--- src/rtl/ntt_pkg.sv ---
// NTT processing element package with opcode encoding and default operand width
`default_nettype none

package ntt_pkg;

    // ==================================================================
    // Datapath sizing
    // ==================================================================

    // Default operand width for the whole processing element
    // Top level passes its own REG_SIZE down, this is only the default
    localparam int NTT_REG_SIZE_DEFAULT = 32;

    // ==================================================================
    // Opcodes
    // ==================================================================

    // Operation select for the butterfly stage
    // OP_ADD  lane 0 gives opa + opb mod prime
    // OP_SUB  lane 0 gives opa - opb mod prime
    // OP_BFLY lane 0 gives the sum, lane 1 the difference
    // Encoding 2'b11 is unused
    typedef enum logic [1:0] {
        OP_ADD  = 2'b00,
        OP_SUB  = 2'b01,
        OP_BFLY = 2'b10
    } ntt_op_e;

endpackage : ntt_pkg

`default_nettype wire

--- src/rtl/mod_op_if.sv ---
// Modular add/sub request and result bundle between butterfly and one lane
`timescale 1ns/1ns
`default_nettype none

interface mod_op_if #(
    parameter int REG_SIZE = ntt_pkg::NTT_REG_SIZE_DEFAULT
);

    // Request side
    // One-cycle start strobe, restarts the lane pipeline
    logic                add_en;
    // High selects subtraction, low selects addition
    logic                sub;
    // Operands, both expected below the prime
    logic [REG_SIZE-1:0] opa;
    logic [REG_SIZE-1:0] opb;

    // Result side
    // Result holds until the next start or zeroize
    logic [REG_SIZE-1:0] res;
    // One-cycle pulse, two edges after add_en was sampled
    logic                ready;

    // Butterfly drives requests and observes results
    modport requester (
        output add_en, sub, opa, opb,
        input  res, ready
    );

    // Lane consumes requests and returns results
    modport lane (
        input  add_en, sub, opa, opb,
        output res, ready
    );

endinterface : mod_op_if

`default_nettype wire

--- src/rtl/ntt_adder.sv ---
// Full-width binary adder with carry in and carry out for the modular lanes
`timescale 1ns/1ns
`default_nettype none

module ntt_adder #(
    parameter int RADIX = ntt_pkg::NTT_REG_SIZE_DEFAULT
) (
    input  logic [RADIX-1:0] a_i,
    input  logic [RADIX-1:0] b_i,
    input  logic             cin_i,
    output logic [RADIX-1:0] s_o,
    output logic             cout_o
);

    // One bit wider than the operands to catch the carry out
    logic [RADIX:0] sum_ext;

    // Zero-extend everything so the carry lands in the top bit
    // Carry in of one with an inverted operand gives two's complement subtraction
    assign sum_ext = {1'b0, a_i}
                   + {1'b0, b_i}
                   + {{RADIX{1'b0}}, cin_i};

    // Lower bits are the wrapped sum
    assign s_o    = sum_ext[RADIX-1:0];

    // Carry out drives the modular correction choice in the lane
    // For subtraction it is high when no borrow occurred
    assign cout_o = sum_ext[RADIX];

endmodule : ntt_adder

`default_nettype wire

--- src/rtl/ntt_add_sub_mod.sv ---
// Two-stage modular add/subtract lane computing opa +/- opb mod prime
`timescale 1ns/1ns
`default_nettype none

module ntt_add_sub_mod #(
    parameter int REG_SIZE = ntt_pkg::NTT_REG_SIZE_DEFAULT
) (
    input  logic                clk,
    input  logic                reset_n,
    input  logic                zeroize_i,
    mod_op_if.lane              op,
    input  logic [REG_SIZE-1:0] prime_i
);

    // ==================================================================
    // Stage one, raw sum or difference
    // ==================================================================

    // Second operand, inverted for subtraction
    logic [REG_SIZE-1:0] opb_s1;
    logic [REG_SIZE-1:0] sum_s1;
    logic                carry_s1;

    // Registered stage one state
    logic [REG_SIZE-1:0] sum_q;
    logic                carry_q;
    // High for addition, the inverted subtract flag
    logic                add_q;
    // Correction operand, prime for sub and inverted prime for add
    logic [REG_SIZE-1:0] corr_q;

    // Stage two, corrected value
    logic [REG_SIZE-1:0] sum_s2;
    logic                carry_s2;

    // Ready shift register, loaded with 2'b10 on start
    logic [1:0]          ready_sr;

    assign opb_s1 = op.sub ? ~op.opb : op.opb;

    // opa + opb, or opa + ~opb + 1
    ntt_adder #(
        .RADIX (REG_SIZE)
    ) u_adder_s1 (
        .a_i    (op.opa),
        .b_i    (opb_s1),
        .cin_i  (op.sub),
        .s_o    (sum_s1),
        .cout_o (carry_s1)
    );

    always_ff @(posedge clk or negedge reset_n) begin
        if (!reset_n) begin
            sum_q   <= '0;
            carry_q <= 1'b0;
            add_q   <= 1'b0;
            corr_q  <= '0;
        end else if (zeroize_i) begin
            sum_q   <= '0;
            carry_q <= 1'b0;
            add_q   <= 1'b0;
            corr_q  <= '0;
        end else if (op.add_en) begin
            sum_q   <= sum_s1;
            carry_q <= carry_s1;
            add_q   <= ~op.sub;
            corr_q  <= op.sub ? prime_i : ~prime_i;
        end
    end

    // ==================================================================
    // Stage two, correction and result select
    // ==================================================================

    // Add: sum - prime via ~prime + 1; sub: sum + prime with no carry in
    ntt_adder #(
        .RADIX (REG_SIZE)
    ) u_adder_s2 (
        .a_i    (sum_q),
        .b_i    (corr_q),
        .cin_i  (add_q),
        .s_o    (sum_s2),
        .cout_o (carry_s2)
    );

    // Addition subtracts the prime when the true sum reached it
    // True sum >= prime exactly when one of the two carries is set
    // Subtraction adds the prime back only after a borrow
    assign op.res = add_q ? ((carry_q ^ carry_s2) ? sum_s2 : sum_q)
                          : (carry_q ? sum_q : sum_s2);

    // Ready pulse one edge after the stage one registers load
    always_ff @(posedge clk or negedge reset_n) begin
        if (!reset_n) begin
            ready_sr <= 2'b00;
        end else if (zeroize_i) begin
            ready_sr <= 2'b00;
        end else if (op.add_en) begin
            ready_sr <= 2'b10;
        end else begin
            ready_sr <= ready_sr >> 1;
        end
    end

    assign op.ready = ready_sr[0];

endmodule : ntt_add_sub_mod

`default_nettype wire

--- src/rtl/ntt_butterfly.sv ---
// Butterfly stage decoding the opcode into two modular add/sub lanes
`timescale 1ns/1ns
`default_nettype none

module ntt_butterfly #(
    parameter int REG_SIZE = ntt_pkg::NTT_REG_SIZE_DEFAULT
) (
    input  logic                clk,
    input  logic                reset_n,
    input  logic                zeroize_i,
    input  logic                start_i,
    input  ntt_pkg::ntt_op_e    op_i,
    input  logic [REG_SIZE-1:0] opa_i,
    input  logic [REG_SIZE-1:0] opb_i,
    input  logic [REG_SIZE-1:0] prime_i,
    output logic [REG_SIZE-1:0] res_a_o,
    output logic [REG_SIZE-1:0] res_b_o,
    output logic                ready_o,
    output logic                bfly_o
);

    import ntt_pkg::*;

    // Lane 0 carries the sum or the single op, lane 1 the difference
    mod_op_if #(.REG_SIZE(REG_SIZE)) lane0_if ();
    mod_op_if #(.REG_SIZE(REG_SIZE)) lane1_if ();

    // Set at start when the op is a butterfly
    logic bfly_q;

    // ==================================================================
    // Opcode decode
    // ==================================================================

    // Every start runs lane 0, only a butterfly runs lane 1
    always_comb begin
        lane0_if.add_en = start_i;
        lane1_if.add_en = 1'b0;
        lane0_if.sub    = 1'b0;
        case (op_i)
            OP_SUB: begin
                lane0_if.sub = 1'b1;
            end
            OP_BFLY: begin
                lane1_if.add_en = start_i;
            end
            default: begin
                // OP_ADD and the unused code run lane 0 as an add
                lane0_if.sub = 1'b0;
            end
        endcase
    end

    // Lane 1 only ever subtracts
    assign lane1_if.sub = 1'b1;

    // Both lanes see the operands unchanged
    assign lane0_if.opa = opa_i;
    assign lane0_if.opb = opb_i;
    assign lane1_if.opa = opa_i;
    assign lane1_if.opb = opb_i;

    // ==================================================================
    // Lanes and result merge
    // ==================================================================

    ntt_add_sub_mod #(
        .REG_SIZE (REG_SIZE)
    ) u_lane0 (
        .clk       (clk),
        .reset_n   (reset_n),
        .zeroize_i (zeroize_i),
        .op        (lane0_if.lane),
        .prime_i   (prime_i)
    );

    ntt_add_sub_mod #(
        .REG_SIZE (REG_SIZE)
    ) u_lane1 (
        .clk       (clk),
        .reset_n   (reset_n),
        .zeroize_i (zeroize_i),
        .op        (lane1_if.lane),
        .prime_i   (prime_i)
    );

    // Butterfly flag, reloaded on every start so a restart updates it
    always_ff @(posedge clk or negedge reset_n) begin
        if (!reset_n) begin
            bfly_q <= 1'b0;
        end else if (zeroize_i) begin
            bfly_q <= 1'b0;
        end else if (start_i) begin
            bfly_q <= (op_i == OP_BFLY);
        end
    end

    assign res_a_o = lane0_if.res;
    assign res_b_o = lane1_if.res;

    // Lane 0 runs on every op, so its pulse is the stage ready
    assign ready_o = lane0_if.ready;
    // On a butterfly lane 1 started on the same edge and pulses in step
    assign bfly_o  = lane0_if.ready & lane1_if.ready & bfly_q;

endmodule : ntt_butterfly

`default_nettype wire

--- src/rtl/ntt_pe_top.sv ---
// NTT add/sub processing element top level with plain ports around the butterfly
`timescale 1ns/1ns
`default_nettype none

module ntt_pe_top #(
    parameter int REG_SIZE = ntt_pkg::NTT_REG_SIZE_DEFAULT
) (
    // Clock and reset
    input  logic                clk,
    input  logic                reset_n,
    // Synchronous clear of both lanes and the butterfly flag
    input  logic                zeroize_i,

    // Request, start is a one-cycle strobe with no back-pressure
    input  logic                start_i,
    input  ntt_pkg::ntt_op_e    op_i,
    input  logic [REG_SIZE-1:0] opa_i,
    input  logic [REG_SIZE-1:0] opb_i,
    // Modulus shared by both lanes
    input  logic [REG_SIZE-1:0] prime_i,

    // Results, valid from the ready pulse until the next start
    output logic [REG_SIZE-1:0] res_a_o,
    output logic [REG_SIZE-1:0] res_b_o,
    // Ready two edges after start, bfly marks a butterfly result
    output logic                ready_o,
    output logic                bfly_o
);

    // ==================================================================
    // Butterfly stage
    // ==================================================================

    // Width set here and passed down to both lanes and their adders
    ntt_butterfly #(
        .REG_SIZE (REG_SIZE)
    ) u_butterfly (
        .clk       (clk),
        .reset_n   (reset_n),
        .zeroize_i (zeroize_i),
        .start_i   (start_i),
        .op_i      (op_i),
        .opa_i     (opa_i),
        .opb_i     (opb_i),
        .prime_i   (prime_i),
        .res_a_o   (res_a_o),
        .res_b_o   (res_b_o),
        .ready_o   (ready_o),
        .bfly_o    (bfly_o)
    );

endmodule : ntt_pe_top

`default_nettype wire

--- config.mk ---
export PLATFORM = sky130hd
export DESIGN_NAME = ntt_pe_top
export DESIGN_NICKNAME = d
export VERILOG_FILES = /design/src/rtl/ntt_pkg.sv /design/src/rtl/mod_op_if.sv /design/src/rtl/ntt_adder.sv /design/src/rtl/ntt_add_sub_mod.sv /design/src/rtl/ntt_butterfly.sv /design/src/rtl/ntt_pe_top.sv
export SDC_FILE = /design/constraint.sdc
export NUM_CORES = 1
export LEC_CHECK = 0
export ABC_CLOCK_PERIOD_IN_PS = 8600
export BUFFER_PORTS_ARGS = -buffer_cell sky130_fd_sc_hd__buf_2
export CORE_MARGIN = 4
export CORE_UTILIZATION = 40
export CTS_BUF_LIST = sky130_fd_sc_hd__clkbuf_2
export CTS_CLUSTER_SIZE = 30
export DETAILED_ROUTE_END_ITERATION = 8
export GPL_TIMING_DRIVEN = 0
export HOLD_SLACK_MARGIN = 0.12
export SLEW_MARGIN = 15
export SYNTH_ARGS = -nofsm -noshare
export SYNTH_HDL_FRONTEND = slang
export SYNTH_SLANG_ARGS = --single-unit
--- constraint.sdc ---
create_clock -name clk -period 8.6 [get_ports clk]
set_clock_uncertainty 0.2 [all_clocks]
set_input_delay 1.72 -clock clk [delete_from_list [all_inputs] [get_ports clk]]
set_output_delay 1.72 -clock clk [all_outputs]
set_load 0.1 [all_outputs]
# After elaboration in Yosys (flattened, before gate mapping)
# Cells that the tools add are included.
# op_classes
addsub,8
eq_ne,2
n_mux,32
n_bitwise,7
n_reduce_logical,2
# ops
op,count
32-bit two-way mux,16
32-bit by 32-bit adder with 33-bit output,4
33-bit by 1-bit adder with 33-bit output,3
32-bit inverter,2
33-bit by 1-bit adder with 33-bit output (second input constant),1
1-bit two-way mux,12
2-bit two-way mux,4
2-bit nonzero test,2
1-bit AND,2
2-bit by 1-bit equality test with 1-bit output (second input constant),1
2-bit equality test (second input constant),1
1-bit bitwise XOR,2
1-bit inverter,1
# totals
register_bits,137
inputBits,102
output_inout_bits,66
wordCells,62

# Logic depth before layout (Yosys ltp)
# Gate-level depths: netlist (run 1).
# logic_depth
word_depth,7
depth_mapped,16
mapped_depth_nobuf,13

# Cells and area by module
# Synthesis (run 1) repeated with hierarchy kept, for this count alone.
# unflattened
hier_cells,1562
hier_area_um2,14481.4
# by_module_without_submodules
module,n_inst,cells_each,area_each_um2
ntt_add_sub_mod (u_butterfly.u_lane1),1,295,3692.3
ntt_add_sub_mod (u_butterfly.u_lane0),1,294,3688.5
ntt_adder (u_butterfly.u_lane0.u_adder_s1 ...),2,246,1801.7
ntt_adder (u_butterfly.u_lane1.u_adder_s1 ...),2,237,1714.1
ntt_butterfly,1,7,68.8

# Worst setup path after synthesis (run 1)
# OpenSTA, ideal clock, no wires.
# synth_path
kind,reg-to-output
from,reg u_butterfly.u_lane1.sum_q[0]
to,out res_b_o[26]
t_arrival_ns,4.897
required_ns,6.680
slack_ns,1.783
stages_incl_launch_ff,12
n_path_buf,0
cell_sequence,dfrtp_1 -> ha_1 -> inv_1 -> fa_1 -> nor2b_1 -> o21ai_0 -> a21boi_0 -> o31ai_1 -> o211ai_1 -> o21ai_1 -> or4_1 -> a311oi_1
# synth_via
elab_chain_len,5
# synth_lines
item,line,source
start: declaration,ntt_add_sub_mod.sv:25,logic [REG_SIZE-1:0] sum_q;
start signal: assignment,ntt_add_sub_mod.sv:64,sum_q <= sum_s1;
32-bit by 32-bit adder with 33-bit output (*),ntt_adder.sv:21,"+ {1'b0, b_i}"
33-bit by 1-bit adder with 33-bit output (*),ntt_adder.sv:22,"+ {{RADIX{1'b0}}, cin_i};"
1-bit bitwise XOR,ntt_add_sub_mod.sv:89,assign op.res = add_q ? ((carry_q ^ carry_s2) ? sum_s2 : sum_q)
32-bit two-way mux,ntt_add_sub_mod.sv:89,
32-bit two-way mux (*),ntt_add_sub_mod.sv:89,
end: declaration,ntt_pe_top.sv:24,"output logic [REG_SIZE-1:0] res_b_o,"
# Every way passes the cells marked *; elsewhere a longest branch is shown, timed or not.

# Final worst setup path (run 1)
# layout_path
from,reg u_butterfly.u_lane0.sum_q[0]
to,out res_a_o[1]
# layout_via
elab_chain_len,5
# layout_lines
item,line,source
start: declaration,ntt_add_sub_mod.sv:25,
start signal: assignment,ntt_add_sub_mod.sv:64,
32-bit by 32-bit adder with 33-bit output (*),ntt_adder.sv:21,
33-bit by 1-bit adder with 33-bit output (*),ntt_adder.sv:22,
1-bit bitwise XOR,ntt_add_sub_mod.sv:89,
32-bit two-way mux,ntt_add_sub_mod.sv:89,
32-bit two-way mux (*),ntt_add_sub_mod.sv:89,
end: declaration,ntt_pe_top.sv:23,"output logic [REG_SIZE-1:0] res_a_o,"
# Marks and branches as above.

==> results of run 1 <==
-- worst max-delay path by stage --
stage,cells after the start,end,start,slack [ns]
after floorplan,11,res_b_o[26],u_butterfly.u_lane1.sum_q[0],1.78
after global routing,14,res_a_o[10],u_butterfly.u_lane0.sum_q[0],1.60
after CTS,14,res_a_o[1],u_butterfly.u_lane0.sum_q[0],1.78
final,14,res_a_o[1],u_butterfly.u_lane0.sum_q[0],1.85
after global placement,17,u_butterfly.u_lane0.sum_q[30],op_i[0],1.61
after detailed placement,17,u_butterfly.u_lane0.sum_q[30],op_i[0],1.59
-- stage by stage --
step	worst slack (ns)	hold WS, ns	util	instances
floorplan	1.78	0.228	-	1488
global placement	1.61	0.240	0.449	2056
detailed placement	1.59	0.255	0.450	2057
CTS	1.78	0.300	0.457	2089
global route	1.60	0.319	0.457	2090
finish	1.85	0.296	0.457	2090
-- worst register-to-register path: cells and delay by family, from the launching register on --
| family | cells | cell delay, ns |
|---|---|---|
| compound gates | 2 | 0.31 |
| buf+inv | 2 | 0.96 |
| flops | 1 | 0.40 |
-- registers in the layout, summed over array words and instances, names as in the netlist, 2 cells and up --
name,flops
u_butterfly.u_lane1.ready_sr,2
u_butterfly.u_lane0.corr_q,32
u_butterfly.u_lane1.corr_q,32
u_butterfly.u_lane0.sum_q,32
u_butterfly.u_lane1.sum_q,32
u_butterfly.u_lane0.ready_sr,2
-- cell usage after synthesis, types with 17 or more instances --
cell type	instances	area share
a21o_1	72	0.042
nor2_1	110	0.032
nand3_1	22	0.0086
a22o_1	36	0.024
inv_1	72	0.021
ha_1	125	0.12
o21ai_0	111	0.043
nand2b_1	19	0.0092
nand2_1	129	0.038
mux2_4	28	0.033
a211oi_1	17	0.0099
xnor2_1	124	0.084
dfrtp_1	136	0.26
a21oi_1	99	0.038
clkbuf_1	50	0.015
mux2i_1	52	0.040
xor2_1	39	0.027
-- layout make-up --
type / instances / area share
Antenna cell: 1 / 0.000173
Buffer: 64 / 0.0182
Clock buffer: 19 / 0.00657
Clock inverter: 13 / 0.00908
Inverter: 72 / 0.0187
Multi-Input combinational cell: 1216 / 0.617
Sequential cell: 136 / 0.235
Tap cell: 402 / 0.0348
Timing Repair Buffer: 167 / 0.0600
-- logic make-up after synthesis --
family | after synthesis | share of synthesized area
AO/OA/AOI/OAI | 469 | 0.244
multiplexers | 84 | 0.0766
XOR/XNOR | 164 | 0.112
AND/OR/NAND/NOR | 369 | 0.132
flip-flops | 136 | 0.264
buffers and inverters | 136 | 0.0414
adder cells (fa/ha/maj) | 130 | 0.129
-- routing by layer --
| metal | share of wire | up-vias |
|---|---|---|
| li1 | - | 5752 |
| met1 | 0.48 | 5433 |
| met2 | 0.47 | 218 |
| met3 | 0.034 | 45 |
| met4 | 0.023 | 0 |
| met5 | 0 | - |
-- placed cells by master, fill, tap and decap left out, drive strengths merged, types with 10 or more instances in the layout --
master | Yosys | final
mux2i | 52 | 52
nand3 | 22 | 22
a21boi | 10 | 10
inv | 72 | 72
a21oi | 99 | 99
o21ai | 115 | 115
nor2b | 16 | 16
o21bai | 13 | 13
a22o | 36 | 36
nor2 | 110 | 110
xnor2 | 125 | 125
nor3 | 16 | 16
dfrtp | 136 | 136
nand2b | 19 | 19
xor2 | 39 | 39
ha | 125 | 125
clkbuf | 50 | 69
nand2 | 129 | 129
buf | 14 | 181
a31oi | 14 | 14
mux2 | 32 | 32
nand4 | 10 | 10
a211oi | 17 | 17
o31ai | 14 | 14
o21a | 15 | 15
a21o | 72 | 72
and3 | 13 | 13
-- power breakdown --
part | internal, mW | switching, mW | total [mW]
sequential | 0.686 | 0.0480 | 0.734
clock | 0.133 | 0.248 | 0.380
combinational | 0.399 | 0.895 | 1.29
total | 1.22 | 1.19 | 2.41
==> key figures, run 1 <==
Place
  • Dpl hpwl: 32.3 mm
  • I/O Buffers: 166
  • Routability Congestion: 0.909
  • Post-DP Area: 14200 um2

Drt
  • DR vias/cell: 5.48
  • Drt pass-1 iters: 7
  • Via count: 11400
  • Iter 0 DRT Violations: 569
  • Overall routed net length: 38.8 mm
  • Final ANT Viol Nets: 0
  • Detailed-route wire length per cell: 18.6 um
  • Remaining routing DRC violations: 0

Logic synthesis
  • Syn Area/Cell: 8.65 um2
  • Register area share after synthesis: 0.264
  • Post-synth EDFFs: 0
  • Mapped Nets: 1720
  • Yosys warnings: 0
  • Synth async-reset ratio: 1.00
  • Netlist cell types: 67
  • Mapped Area: 12900 um2
  • Yosys reg bits: 136
  • Cells after Synth: 1488
  • Synth Flop Type: dfrtp_1

Setup path
  • CP max FO: 10
  • Critical path class: flip-flop to output port
  • Slowest stage delay, CP: 0.53 ns
  • Delay-heaviest family, CP: compound AO/OA/AOI/OAI gates
  • R2r setup slk: 6.65 ns
  • Cell mode on critical path: fa_1
  • Worst flop-to-flop path endpoint: u_butterfly.u_lane1.carry_q
  • Worst setup SP type: flip-flop
  • CP Buf/Inv Count: 3
  • Worst setup EP type: output port
  • Worst-path cell chain: fa_1 > inv_1 > fa_1 > nor2b_1 > o31ai_2 > a31oi_1 > o41ai_2 > o21ai_1 > a21o_1 > a31oi_4 > xnor2_2 > buf_6 > mux2i_1 > buf_2
  • R2R cell count: 4
  • Data required, critical path: 6.68 ns
  • Critical path arrival: 4.83 ns
  • Reg2Reg Launch Point: u_butterfly.u_lane1.carry_q
  • CP max-delay cell: fa_1

Final layout
  • Area of the multi-input gates: 8930 um2
  • FF/Latch Area: 3400 um2
  • Fillers: 3203
  • Proportion of layout cells with a drive suffix above 1: 0.144
  • Layout Nets: 1906
  • P&R area growth vs syn: 12.4%
  • Final instance area: 14500 um2

Timing
  • Fmax: 148 MHz
  • Relative slew margins: 0.427
  • Setup tns final: 0 ns
  • Final hold vios: 0
  • Final period utilization: 0.784
  • Final setup vio count: 0
  • Measured slew at the worst slew-check pin: 0.859 ns
  • RSZ-0062 raised after global routing: no
  • Fin. max-slew vios: 0
  • Min Clock Period, post-route: 6.75 ns

Power
  • Total power: 2.41 mW
  • Worst VDD drop: 0.129 mV
  • Pleak: 7.32 nW
  • PwrDens: 166 nW/um2

Floorplan
  • Ports: 168
  • Die area: 35100 um2
  • Die X: 187 um
  • Die height: 187 um
  • Initial Util: 0.407
  • Rows: 65
  • Core region area: 31600 um2

Run status
  • Outcome: finished, final reports clean

Global routing
  • GRT Overall Usage: 0.218
  • First-pass GRT wire length: 61.4 mm
  • Routing usage on met1: 0.299
  • GR Util met2: 0.366
  • Largest net degree at the start of global routing: 85
  • Vias in the first global route: 11300
  • Total gr overflow: 0
  • GRT busiest layer: met2
  • Number of antenna violations at the first check in global routing: 1
  • GR Layer Usage met3: 0.0211

Worst hold path
  • Worst Hold Path EP: u_butterfly.u_lane0.ready_sr[0]
  • Hold Path Depth: 1
  • Hold crit path type: flip-flop to flip-flop
  • HP Start: u_butterfly.u_lane0.ready_sr[1]

Clock network
  • Hold Buf Count CTS: 0
  • CTS resizes: 0
  • CTS Buf Count: 17
  • Postcts setup bufs: 0
  • Max clock buf depth: 2
  • Clock Tree Root: clkbuf_2
  • CTS tree: done
  • Clock Latency Late Sink: 0.74 ns
  • H-tree depth: 4
  • Worst-path clk slew: 0.22 ns
  • Clock sinks: 136

Run
  • Max cap viols: 0
Note: power is estimated with default switching activity, not from simulation.
==> run 2: changes to the inputs <==
- ABC_CLOCK_PERIOD_IN_PS: 8600 -> 6100
- clock period: 8.6 -> 6.1 ns (I/O delays scaled with it)
==> run 2 against run 1 <==
  * Critical path depth rose by 3
  * Non-clock buffer count rose by 1
  * Via count fell by 1.0%
  * Flip-flop and latch count did not move
  * Cell count barely moved
  * Total power rose by 44%
  * Setup slack got worse by 1.6 ns
  * Count of clock-buffer cells in the layout fell by 2
  * Combinational power rose by 45%
  * Critical path type is now input port to flip-flop
  * Largest power group unchanged
==> key figures, run 2 (synthesis results as in run 1) <==
Place
  • I/O Buffers: 166 (unchanged)
  • Dpl hpwl: 32.2 mm (was 32.3 mm)
  • Routability Congestion: 0.909 (about the same)

Drt
  • Iter 0 DRT Violations: 481 (was 569)
  • Final ANT Viol Nets: 0 (unchanged)
  • Via count: 11300 (was 11400)
  • Drt pass-1 iters: 5 (was 7)
  • Overall routed net length: 38.8 mm (about the same)
  • Detailed-route wire length per cell: 18.6 um (about the same)
  • Remaining routing DRC violations: 0 (unchanged)
  • DR vias/cell: 5.43 (was 5.48)

Timing
  • Final setup vio count: 0 (unchanged)
  • Relative slew margins: 0.423 (was 0.427)
  • Setup tns final: 0 ns (unchanged)
  • RSZ-0062 raised after global routing: no (unchanged)
  • Fmax: 172 MHz
  • Final hold vios: 0 (unchanged)
  • Final period utilization: 0.956
  • Min Clock Period, post-route: 5.83 ns
  • Measured slew at the worst slew-check pin: 0.866 ns (was 0.859 ns)
  • Fin. max-slew vios: 0 (unchanged)

Clock network
  • Clock Tree Root: clkbuf_2 (unchanged)
  • Hold Buf Count CTS: 0 (unchanged)
  • Clock Latency Late Sink: 0.70 ns (was 0.74 ns)
  • CTS Buf Count: 17 (unchanged)
  • Max clock buf depth: 2 (unchanged)
  • H-tree depth: 4 (unchanged)
  • Worst-path clk slew: 0.20 ns (was 0.22 ns)
  • CTS tree: done (unchanged)
  • Clock sinks: 136 (unchanged)

Final layout
  • Proportion of layout cells with a drive suffix above 1: 0.147 (was 0.144)
  • P&R area growth vs syn: 13.7% (was 12.4%)
  • Area of the multi-input gates: 8990 um2 (was 8930 um2)
  • Fillers: 3121 (was 3203)
  • Layout Nets: 1907 (was 1906)
  • Commonest non-fill, non-tap cells in the layout: dfrtp_1, buf_2, nand2_1 (was buf_2, dfrtp_1, nand2_1)
  • FF/Latch Area: 3400 um2 (unchanged)
  • Most common cell after layout, fill and taps aside: dfrtp_1 (was buf_2)

Run
  • Max cap viols: 0 (unchanged)

Floorplan
  • Core region area: 31600 um2 (unchanged)
  • Die area: 35100 um2 (unchanged)
  • Ports: 168 (unchanged)
  • Die height: 187 um (unchanged)
  • Initial Util: 0.407 (unchanged)
  • Die X: 187 um (unchanged)
  • Rows: 65 (unchanged)

Global routing
  • Vias in the first global route: 11300 (about the same)
  • Total gr overflow: 0 (unchanged)
  • First-pass GRT wire length: 61.4 mm (about the same)
  • Largest net degree at the start of global routing: 71 (was 85)
  • GRT Overall Usage: 0.218 (about the same)
  • Number of antenna violations at the first check in global routing: 1 (unchanged)

Power
  • PwrDens: 237 nW/um2 (was 166 nW/um2)
  • Comb pwr share: 0.539 (was 0.537)
  • Clock share of power: 0.163 (was 0.158)
  • P_int: 1.79 mW (was 1.22 mW)
  • Pleak: 7.35 nW (was 7.32 nW)
  • Total power: 3.47 mW (was 2.41 mW)
  • Reg power frac: 0.298 (was 0.305)
  • Worst VDD drop: 0.178 mV (was 0.129 mV)
  • Sw Share: 0.485 (was 0.495)
  • Sw Pwr: 1.68 mW (was 1.19 mW)

Setup path
  • Cell mode on critical path: clkbuf_1 (was fa_1)
  • Data required, critical path: 6.50 ns (was 6.68 ns)
  • CP max-delay cell: buf_1 (was fa_1)
  • Critical path class: input port to flip-flop (was flip-flop to output port)
  • Worst setup SP type: input port (was flip-flop)
  • Delay-heaviest family, CP: buffers and inverters (was compound AO/OA/AOI/OAI gates)
  • Slowest stage delay, CP: 0.69 ns (was 0.53 ns)
  • Worst-path cell chain: buf_2 > nor2b_1 > clkbuf_1 > buf_1 > clkbuf_1 > xnor2_1 > ha_1 > clkbuf_1 > and4_1 > a211oi_1 > nor3b_1 > a2111oi_2 > o31ai_1 > a41oi_1 > a31oi_1 > nor4bb_1 > or3_1 (was fa_1 > inv_1 > fa_1 > nor2b_1 > o31ai_2 > a31oi_1 > o41ai_2 > o21ai_1 > a21o_1 > a31oi_4 > xnor2_2 > buf_6 > mux2i_1 > buf_2)
  • Critical path arrival: 6.23 ns (was 4.83 ns)
  • Worst setup EP type: flip-flop (was output port)
  • CP max FO: 10 (unchanged)
  • CP Buf/Inv Count: 5 (was 3)

Worst hold path
  • Hold crit path type: input port to asynchronous set/reset pin (was flip-flop to flip-flop)

Run status
  • Outcome: finished, final reports clean (unchanged)
-- run 2: cell type report --
cell class | instances | area share
multi-input combinational | 1216 | 0.615
sequential | 136 | 0.233
timing repair buffer | 168 | 0.0654
tap | 402 | 0.0344
inverter | 72 | 0.0185
buffer | 64 | 0.0180
clock inverter | 12 | 0.0107
clock buffer | 17 | 0.00581
antenna | 1 | 0.000171
-- run 2: per-layer routing --
layer  up-vias  global-route usage  share of wire
li1       5745                   -              -
met1      5344               0.296           0.48
met2       199               0.366           0.47
met3        41              0.0256          0.029
met4         0              0.0649          0.024
met5         -                   0              0
-- run 2: final timing paths --
path | slack, ns | end | from | depth (start not counted)
hold / removal | 0.22 | u_butterfly.u_lane0.corr_q[1] | reset_n | 1
setup reg to reg | 4.11 | u_butterfly.u_lane1.carry_q | u_butterfly.u_lane1.carry_q | 4
min in group clk | 0.29 | u_butterfly.u_lane0.ready_sr[0] | u_butterfly.u_lane0.ready_sr[1] | 1
setup / recovery | 0.27 | u_butterfly.u_lane0.sum_q[30] | op_i[0] | 17
max in group asynchronous | 4.74 | u_butterfly.u_lane1.corr_q[26] | reset_n | 2
hold reg to reg | 0.29 | u_butterfly.u_lane0.ready_sr[0] | u_butterfly.u_lane0.ready_sr[1] | 1
-- run 2: per-stage QoR --
| stage | area [um2] | hold WS (ns) | setup slack [ns] | util | std cells |
|---|---|---|---|---|---|
| final | 14600 | 0.225 | 0.270 | 0.463 | 2088 |
| after global placement | 14200 | 0.239 | -0.401 | 0.449 | 2056 |
| after floorplan | 12900 | 0.228 | 0.191 | - | 1488 |
| after detailed placement | 14200 | 0.243 | -0.472 | 0.450 | 2057 |
| after CTS | 14600 | 0.177 | 0.0505 | 0.461 | 2087 |
| after global routing | 14600 | 0.173 | 0.0167 | 0.463 | 2088 |
-- run 2: power by group through the flow --
stage	clock, mW	sequential (mW)	combinational, mW
final	0.568	1.03	1.87
after global routing	0.619	1.04	2.02
after CTS	0.584	1.03	1.87
after detailed placement	0	1.05	1.82
after global placement	0	1.05	1.81
after floorplan	0	1.02	1.48
-- run 2: what timing repair did --
item,4_1_cts,5_1_grt
setup buffers,0,0
cloned,1,0
pin swaps,0,0
hold endpoints to repair,0,0
endpoints found under the setup margin,31,36
gates resized for setup,35,6
